==> src/source/xbar_cfg_pkg.sv <==
`default_nettype none

package xbar_cfg_pkg;

    //////////////////////////////////////////////////
    // Switch geometry
    //////////////////////////////////////////////////

    // Inputs and outputs, same count on both sides
    localparam int NUM_PORTS  = 4;
    localparam int PORT_W     = 2;

    // Beat payload
    localparam int DATA_W     = 64;
    localparam int KEEP_W     = DATA_W / 8;

    //////////////////////////////////////////////////
    // Ingress buffering
    //////////////////////////////////////////////////

    localparam int FIFO_DEPTH = 4;
    localparam int PTR_W      = $clog2(FIFO_DEPTH);
    localparam int CNT_W      = $clog2(FIFO_DEPTH + 1);

endpackage

`default_nettype wire

==> src/source/xbar_types_pkg.sv <==
`default_nettype none

package xbar_types_pkg;

    import xbar_cfg_pkg::*;

    typedef logic [PORT_W-1:0]    port_id_t;

    // One bit per port, bit i belongs to port i
    typedef logic [NUM_PORTS-1:0] port_mask_t;

    // Beat as seen on an output, 74 bits
    typedef struct packed {
        logic [DATA_W-1:0] data;
        logic [KEEP_W-1:0] keep;
        logic              user;
        logic              last;
    } stream_beat_t;

    // Input beat, dest only counts on the first beat of a packet
    typedef struct packed {
        stream_beat_t beat;
        port_id_t     dest;
    } ingress_beat_t;

    typedef enum logic {
        ARB_IDLE   = 1'b0,
        ARB_LOCKED = 1'b1
    } arb_state_e;

endpackage

`default_nettype wire

==> src/source/xbar_ingress_fifo.sv <==
`default_nettype none

module xbar_ingress_fifo
    import xbar_cfg_pkg::*;
    import xbar_types_pkg::*;
(
    input  wire logic            i_clk,
    input  wire logic            i_rst,

    // Input stream
    input  wire logic            i_valid,
    input  wire ingress_beat_t   i_beat,
    output logic                 o_ready,

    // Toward the output arbiters
    output port_mask_t           o_req,
    output stream_beat_t         o_head,
    input  wire logic            i_pop
);

    ingress_beat_t       mem [FIFO_DEPTH];
    logic [PTR_W-1:0]    wr_ptr;
    logic [PTR_W-1:0]    rd_ptr;
    logic [CNT_W-1:0]    count;
    logic                push;
    logic                pop;
    logic                empty;
    ingress_beat_t       head;
    logic                head_first;
    port_id_t            held_dest;
    port_id_t            head_dest;

    function automatic logic [PTR_W-1:0] next_ptr(input logic [PTR_W-1:0] ptr);
        return (ptr == PTR_W'(FIFO_DEPTH - 1)) ? '0 : ptr + 1'b1;
    endfunction

    assign empty   = (count == '0);
    assign o_ready = (count != CNT_W'(FIFO_DEPTH));
    assign push    = i_valid && o_ready;
    assign pop     = i_pop && !empty;
    assign head    = mem[rd_ptr];

    //////////////////////////////////////////////////
    // Storage and pointers
    //////////////////////////////////////////////////

    always_ff @(posedge i_clk) begin
        if (push) begin
            mem[wr_ptr] <= i_beat;
        end
    end

    always_ff @(posedge i_clk or posedge i_rst) begin
        if (i_rst) begin
            wr_ptr <= '0;
            rd_ptr <= '0;
            count  <= '0;
        end else begin
            if (push) begin
                wr_ptr <= next_ptr(wr_ptr);
            end
            if (pop) begin
                rd_ptr <= next_ptr(rd_ptr);
            end
            case ({push, pop})
                2'b10:   count <= count + 1'b1;
                2'b01:   count <= count - 1'b1;
                default: count <= count;
            endcase
        end
    end

    //////////////////////////////////////////////////
    // Packet tracking
    //////////////////////////////////////////////////

    // Beat after a last is the start of the next packet
    always_ff @(posedge i_clk or posedge i_rst) begin
        if (i_rst) begin
            head_first <= 1'b1;
            held_dest  <= '0;
        end else if (pop) begin
            head_first <= head.beat.last;
            if (head_first) begin
                held_dest <= head.dest;
            end
        end
    end

    // Later beats ignore their own dest field
    assign head_dest = head_first ? head.dest : held_dest;

    assign o_req  = empty ? '0 : (port_mask_t'(1) << head_dest);
    assign o_head = head.beat;

endmodule

`default_nettype wire

==> src/source/xbar_output_arbiter.sv <==
`default_nettype none

module xbar_output_arbiter
    import xbar_cfg_pkg::*;
    import xbar_types_pkg::*;
(
    input  wire logic            i_clk,
    input  wire logic            i_rst,

    // Request column for this output, bit i from input i
    input  wire port_mask_t      i_req,
    input  wire stream_beat_t    i_heads [NUM_PORTS],
    output port_mask_t           o_grant,

    // Output stream
    output logic                 o_tx_valid,
    output stream_beat_t         o_tx_beat,
    input  wire logic            i_tx_ready
);

    arb_state_e     state;
    port_id_t       last_win;
    port_id_t       next_win;
    port_id_t       cand;
    logic           found;
    logic           locked;
    logic           release_pkt;

    //////////////////////////////////////////////////
    // Round-robin pick
    //////////////////////////////////////////////////

    // Search starts one past the last winner
    always_comb begin
        next_win = last_win;
        cand     = last_win;
        found    = 1'b0;
        for (int k = 1; k <= NUM_PORTS; k++) begin
            cand = port_id_t'((int'(last_win) + k) % NUM_PORTS);
            if (!found && i_req[cand]) begin
                next_win = cand;
                found    = 1'b1;
            end
        end
    end

    //////////////////////////////////////////////////
    // Lock FSM
    //////////////////////////////////////////////////

    assign locked      = (state == ARB_LOCKED);
    assign release_pkt = o_tx_valid && i_tx_ready && o_tx_beat.last;

    // Winner is kept until its last beat leaves
    always_ff @(posedge i_clk or posedge i_rst) begin
        if (i_rst) begin
            state    <= ARB_IDLE;
            last_win <= port_id_t'(NUM_PORTS - 1);
        end else begin
            case (state)
                ARB_IDLE: begin
                    if (found) begin
                        state    <= ARB_LOCKED;
                        last_win <= next_win;
                    end
                end
                ARB_LOCKED: begin
                    if (release_pkt) begin
                        state <= ARB_IDLE;
                    end
                end
                default: begin
                    state <= ARB_IDLE;
                end
            endcase
        end
    end

    //////////////////////////////////////////////////
    // Beat multiplexer
    //////////////////////////////////////////////////

    assign o_grant = locked ? (port_mask_t'(1) << last_win) : '0;

    // Winner's FIFO may run dry mid-packet, valid follows its request
    assign o_tx_valid = locked && i_req[last_win];
    assign o_tx_beat  = i_heads[last_win];

endmodule

`default_nettype wire

==> src/source/xbar_switch.sv <==
`default_nettype none

module xbar_switch
    import xbar_cfg_pkg::*;
    import xbar_types_pkg::*;
(
    input  wire logic                    i_clk,
    input  wire logic                    i_rst,

    // Input ports
    input  wire logic [NUM_PORTS-1:0]    i_rx_valid,
    input  wire ingress_beat_t           i_rx_beat [NUM_PORTS],
    output wire logic [NUM_PORTS-1:0]    o_rx_ready,

    // Output ports
    output wire logic [NUM_PORTS-1:0]    o_tx_valid,
    output wire stream_beat_t            o_tx_beat [NUM_PORTS],
    input  wire logic [NUM_PORTS-1:0]    i_tx_ready
);

    wire port_mask_t        in_req    [NUM_PORTS];
    wire port_mask_t        out_grant [NUM_PORTS];
    wire stream_beat_t      heads     [NUM_PORTS];
    port_mask_t             out_req   [NUM_PORTS];
    port_mask_t             in_grant  [NUM_PORTS];
    logic [NUM_PORTS-1:0]   pop;

    //////////////////////////////////////////////////
    // Request/grant transposition
    //////////////////////////////////////////////////

    // in_* rows are per input, out_* rows per output
    always_comb begin
        for (int i = 0; i < NUM_PORTS; i++) begin
            for (int j = 0; j < NUM_PORTS; j++) begin
                out_req[j][i]  = in_req[i][j];
                in_grant[i][j] = out_grant[j][i];
            end
            pop[i] = |(in_grant[i] & in_req[i] & i_tx_ready);
        end
    end

    for (genvar g = 0; g < NUM_PORTS; g++) begin : gen_ingress
        xbar_ingress_fifo u_ingress (
            .i_clk   (i_clk),
            .i_rst   (i_rst),
            .i_valid (i_rx_valid[g]),
            .i_beat  (i_rx_beat[g]),
            .o_ready (o_rx_ready[g]),
            .o_req   (in_req[g]),
            .o_head  (heads[g]),
            .i_pop   (pop[g])
        );
    end

    for (genvar g = 0; g < NUM_PORTS; g++) begin : gen_output
        xbar_output_arbiter u_arbiter (
            .i_clk      (i_clk),
            .i_rst      (i_rst),
            .i_req      (out_req[g]),
            .i_heads    (heads),
            .o_grant    (out_grant[g]),
            .o_tx_valid (o_tx_valid[g]),
            .o_tx_beat  (o_tx_beat[g]),
            .i_tx_ready (i_tx_ready[g])
        );
    end

endmodule

`default_nettype wire

==> config.mk <==
export PLATFORM = sky130hd
export DESIGN_NAME = xbar_switch
export DESIGN_NICKNAME = d
export VERILOG_FILES = /design/src/source/xbar_cfg_pkg.sv /design/src/source/xbar_types_pkg.sv /design/src/source/xbar_ingress_fifo.sv /design/src/source/xbar_output_arbiter.sv /design/src/source/xbar_switch.sv
export SDC_FILE = /design/constraint.sdc
export NUM_CORES = 1
export LEC_CHECK = 0
export BUFFER_PORTS_ARGS = -buffer_cell sky130_fd_sc_hd__buf_4
export CORE_MARGIN = 2
export CORE_UTILIZATION = 52
export DETAILED_ROUTE_END_ITERATION = 10
export HOLD_SLACK_MARGIN = 0.15
export PLACE_DENSITY = 0.72
export SETUP_SLACK_MARGIN = 0.4
export SLEW_MARGIN = 15
export SYNTH_ARGS = -nofsm -noshare
export SYNTH_HDL_FRONTEND = slang
export SYNTH_SLANG_ARGS = --single-unit
==> constraint.sdc <==
create_clock -name i_clk -period 9.8 [get_ports i_clk]
set_clock_uncertainty 0.15 [all_clocks]
set_input_delay 1.96 -clock i_clk [delete_from_list [all_inputs] [get_ports i_clk]]
set_output_delay 1.96 -clock i_clk [all_outputs]
set_load 0.02 [all_outputs]
# == After elaboration in Yosys (flattened, before gate mapping) ==
# Memory sizes are Yosys's and may differ from the RTL's.
# Cells that the tools add are included.
# op_classes
magnitude_cmp,24
n_bitwise,16
eq_ne,20
addsub,32
n_shift,8
n_reduce_logical,68
mux,128
# ops
op,count
74-bit binary-select mux with 2-bit select,4
74-bit two-way mux,8
2-bit by 3-bit < comparator with 1-bit output (second input constant),20
2-bit two-way mux,28
1-bit two-way mux,52
1-bit binary-select mux with 2-bit select,20
2-bit by 1-bit adder with 2-bit output (second input constant),16
4-bit AND,8
1-bit logical AND,32
4-bit two-way mux,8
1-bit by 2-bit << shifter with 4-bit output (first input constant),8
2-bit equality test (second input constant),12
3-bit one-hot mux with 2 select lines,4
2-bit adder (second input constant),8
1-bit logical NOT,16
4-bit nonzero test,4
4-bit OR reduction,4
3-bit by 1-bit adder with 3-bit output (second input constant),4
3-bit >= comparator (second input constant),4
3-bit logical NOT,4
3-bit inequality test (second input constant),4
2-bit NOT with 3-bit output,4
3-bit AND reduction,4
3-bit by 1-bit subtractor with 3-bit output (second input constant),4
other kinds (4),16
# totals
ram_bits,1216
input_bits,314
elab_cells,328
n_memories,4
ff_bits,52
output_inout_bits,304
# memory_table
memory,depth,width,rd,rd_clocked_by_memory_dff,wr,line_no,text
gen_ingress[0].u_ingress.mem,4,76,1,0,1,xbar_ingress_fifo.sv:21,ingress_beat_t mem [FIFO_DEPTH];
gen_ingress[1].u_ingress.mem,4,76,1,0,1,xbar_ingress_fifo.sv:21,
gen_ingress[2].u_ingress.mem,4,76,1,0,1,xbar_ingress_fifo.sv:21,
gen_ingress[3].u_ingress.mem,4,76,1,0,1,xbar_ingress_fifo.sv:21,

# == Longest topological paths before layout ==
# An unclocked memory read counts as a cell.
# logic_depth
ltp_word,18
mapped_depth,17
mapped_depth_nobuf,13

# == Hierarchy ==
# Synthesis repeated with hierarchy kept, for this count alone.
# unflattened
cells_unflattened,2358
area_unflattened_um2,55061.6
# modules_own_cells
mod,seq_area_each_um2,area_per_inst_um2,cells_each,n_inst
xbar_ingress_fifo at gen_ingress[2].u_ingress ...,9380.2,11588.6,458,2
xbar_ingress_fifo at gen_ingress[0].u_ingress ...,9380.2,11578.6,455,2
xbar_output_arbiter,77.6,2153.3,128,4
xbar_switch,0.0,113.9,20,1

# == Worst setup path before layout ==
# OpenSTA, ideal clock, no wires.
# synth_path
kind,reg-to-output
startpoint,register gen_ingress[0].u_ingress.rd_ptr[0]
endpoint,output o_tx_beat[123] (netlist name)
required_ns,7.690
n_path_buf,3
arrival_time_ns,2.333
stages_incl_launch_ff,6
slack_ns,5.357
cell_sequence,dfrtp_1 > buf_4 > buf_2 > buf_1 > mux4_2 > mux4_2
# synth_lines
item,line_no,text
start: declaration,xbar_ingress_fifo.sv:23,logic [PTR_W-1:0] rd_ptr;
start signal: assignment,xbar_ingress_fifo.sv:63,rd_ptr <= next_ptr(rd_ptr);
end: declaration,xbar_switch.sv:17,"output wire stream_beat_t o_tx_beat [NUM_PORTS],"

==> results.md <==
- Crit path top cell by count: buf_4
- GP Congestion: around 0.87
- Area of the multi-input gates: approximately 16000 um^2
- Top area cells in the synthesized netlist: edfxtp_1 67%, mux4_2 25%, dfrtp_1 1.8%
- Outcome: completed
- Number of synthesized flops with an enable pin: 1216
- Placed cells: roughly 4.3k
- Clock Root Buffer: clkbuf_16
- Die area: around 110000 um^2
- Setup TNS: 0 ns
- Pins Over Slew Limit: 0
- Final ANT Viol Nets: 0
- Rows: about 120
- Clock Pin Slew Worst Setup and Hold Paths: ~0.060 ns
- FMAX: 152 MHz
- Mean area per synthesized cell: 22.7 um^2
- Worst VDD drop: 0.290 mV
- Post-synthesis cell type count: 77
- CP Class: flop to primary output
- CP Cell Sequence: buf_4, buf_4, mux4_2, mux4_2, buf_4
- Hold_ws: 0.335 ns
- Top cell type's share of synthesized area: approximately 67%
- Flop and latch count out of synthesis: between 1k and 1.5k
- Cell Area, Synth: 54900 um^2
- Max Cap Viol: 0
- Post-CTS Resized: 0
- CTS sink count: 1268
- Largest stage delay on the critical path: about 0.8 ns
- Ys async rst share: about 4%
- Total vias in the final route: between 30k and 40k
- Io pins: about 620
- P_leak: approximately 22 nW
- Final core occ: 62.3%
- Slowest CP cell: dfrtp_4
- Vias in the first global route: around 31k
- DRT Wirelength: roughly 160000 um
- Layout cells sized above 1: approximately 48%
- Post-route clock period utilization: 67.3%
- DP HPWL: around 100000 um
- Starting density of the core: between 50% and 60%
- Fin nets: between 3k and 4k
- First-pass iteration count of the detailed router: 5
- Worst reg2reg path depth: 12
- Syn Inst Count: 2415
- Largest area contributor in the netlist: edfxtp_1
- Tightest Pin Transition: 1.19 ns
- Layout area overhead: 19.2%
- Pwr dens: 390 nW/um^2
- Total GRT Usage: 29.6%
- Register area: around 38000 um^2
- Vias per cell: about 6.6
- Final hold vios: 0
- Die span in y: ~330 um
- Min-Delay Path Class: flop to flop
- Clock Latency Late Sink: 0.73 ns
- Crit path capture type: primary output
- CTS tree: yes
- Number of remaining DRC errors: 0
- Final setup vio count: 0
- Final non-filler cell total: 4565
- CP required: approximately 7.7 ns
- Minimum clock period: around 6.6 ns
- Arr. time, crit path: around 4.5 ns
- Chip width: between 300 and 400 um
- Synth warn: 0
- Initial antenna violation count: 39
- Starting DRT DRC Count: around 3.7k
- First-pass GRT wire length: roughly 220000 um
- Cts bufs inserted: between 100 and 150
- Drt wl/cell: between 30 and 40 um
- Hold buffer count at CTS: 0
- Relative slew slack: 20.6%
- Bufs on Longest Clock Path: 3
- Dominant synthesized flop cell: edfxtp_1
- Syn_nets: approximately 2.8k
- RSZ-0062 raised after global routing: no
- Htree depth: 4
- Startpoint Class: flop
- Largest net degree at the start of global routing: 57
- Post-CTS Setup Inserts: 0
- CP max FO: 35
- Hold depth: 1
- Gr ovfl total: 0
- Post-synthesis sequential area ratio: 69.0%
- Port bufs: between 600 and 700
- Core outline area: between 100000 and 150000 um^2
- Layout fillers: around 7k
==> through the flow <==
step,area [um^2],total power [W],setup slack [ns]
finish,65400,0.0255,3.21
global route,65400,0.0264,2.95
CTS,65300,0.0256,3.09
detailed placement,61000,0.0206,3.91
global placement,61000,0.0203,3.94
floorplan,54900,0.0158,5.36
==> layout make-up <==
class / instances / area share (%)
sequential: 1268 / 57.9
multi-input combinational: 951 / 24.9
timing repair buffer: 653 / 7.53
clock buffer: 166 / 5.50
tap: 1391 / 2.66
clock inverter: 75 / 1.12
inverter: 40 / 0.260
antenna: 21 / 0.0804
==> flip-flops by register name, summed over array words and instances, names as in the netlist <==
name                              count
gen_ingress.u_ingress.rd_ptr          8
gen_ingress.u_ingress.mem          1216
gen_ingress.u_ingress.wr_ptr          8
gen_output.u_arbiter.last_win         8
gen_ingress.u_ingress.count          12
gen_ingress.u_ingress.held_dest       8
gen_output.u_arbiter.locked           4
gen_ingress.u_ingress.head_first      4
==> placed cells by master, fill, tap and decap left out, types with 9 or more instances in the layout <==
master,Yosys,final
a21oi_1,11,11
and3_4,0,16
buf_4,12,652
bufinv_16,0,12
clkbuf_1,84,23
clkbuf_16,0,137
clkinv_1,4,26
clkinv_2,0,26
dfrtp_1,40,32
diode_2,0,21
edfxtp_1,1216,1216
ha_1,40,40
inv_1,34,33
mux2_2,16,16
mux2i_1,21,21
mux4_2,598,598
nand2_1,25,25
nand2b_1,10,10
nand3_1,20,20
nand4_1,9,9
nor2_1,32,32
nor3_1,19,19
o21ai_0,10,10
==> worst max-delay path, delay by kind of cell (launching register included) <==
kind                   cells  cell delay [ns]
buffers and inverters      3             1.65
multiplexers               2             1.19
flip-flops                 1             0.78
==> kinds of logic (layout without fill, tap and decap cells) <==
kind of cell             after synthesis  in the layout  synth area share [%]
adder cells (fa/ha/maj)               44             44                  1.06
other                                  0             21                     0
flip-flops                          1268           1268                  69.0
XOR/XNOR                              14             14                 0.223
multiplexers                         641            641                  25.4
AND/OR/NAND/NOR                      163            163                  1.58
AO/OA/AOI/OAI                         89             89                  1.30
buffers and inverters                196            934                  1.49
==> metal layers <==
layer  GRT usage, %  up-vias  part of all wire [%]
met5              0        -                  0.22
met1           38.7    16100                    36
met3           8.98      310                    10
met2           48.0     1757                    50
li1               -    11900                     -
met4           9.52       50                   2.8
==> cells in the mapped netlist, types with 16 or more instances <==
library cell  instances
edfxtp_1           1216
mux4_2              598
clkbuf_1             84
dfrtp_1              40
ha_1                 40
buf_1                34
inv_1                34
nor2_1               32
nand2_1              25
buf_2                24
mux2i_1              21
nand3_1              20
nor3_1               19
and3_1               17
mux2_2               16
==> power by group <==
part           leakage (nW)  total (W)  internal, W  switching, W
clock network          2.13    0.00498      0.00293       0.00205
registers              11.7    0.00801      0.00721      0.000794
logic                  8.35     0.0125      0.00565       0.00687
==> path summary, 6_finish.rpt <==
path                                                  startpoint                                    end  slack [ns]
max                           gen_ingress[0].u_ingress.rd_ptr[0]                         o_tx_beat[283]        3.21
min                        gen_ingress[3].u_ingress.held_dest[0]  gen_ingress[3].u_ingress.held_dest[0]        0.34
max reg2reg                  gen_output[1].u_arbiter.last_win[0]      gen_ingress[0].u_ingress.count[2]        5.20
min reg2reg                gen_ingress[3].u_ingress.held_dest[0]  gen_ingress[3].u_ingress.held_dest[0]        0.34
max in group asynchronous                                  i_rst     gen_ingress[3].u_ingress.rd_ptr[1]        7.54
min in group asynchronous                                  i_rst     gen_ingress[1].u_ingress.wr_ptr[0]        1.32
No activity file was read; power rests on OpenSTA's default activity.
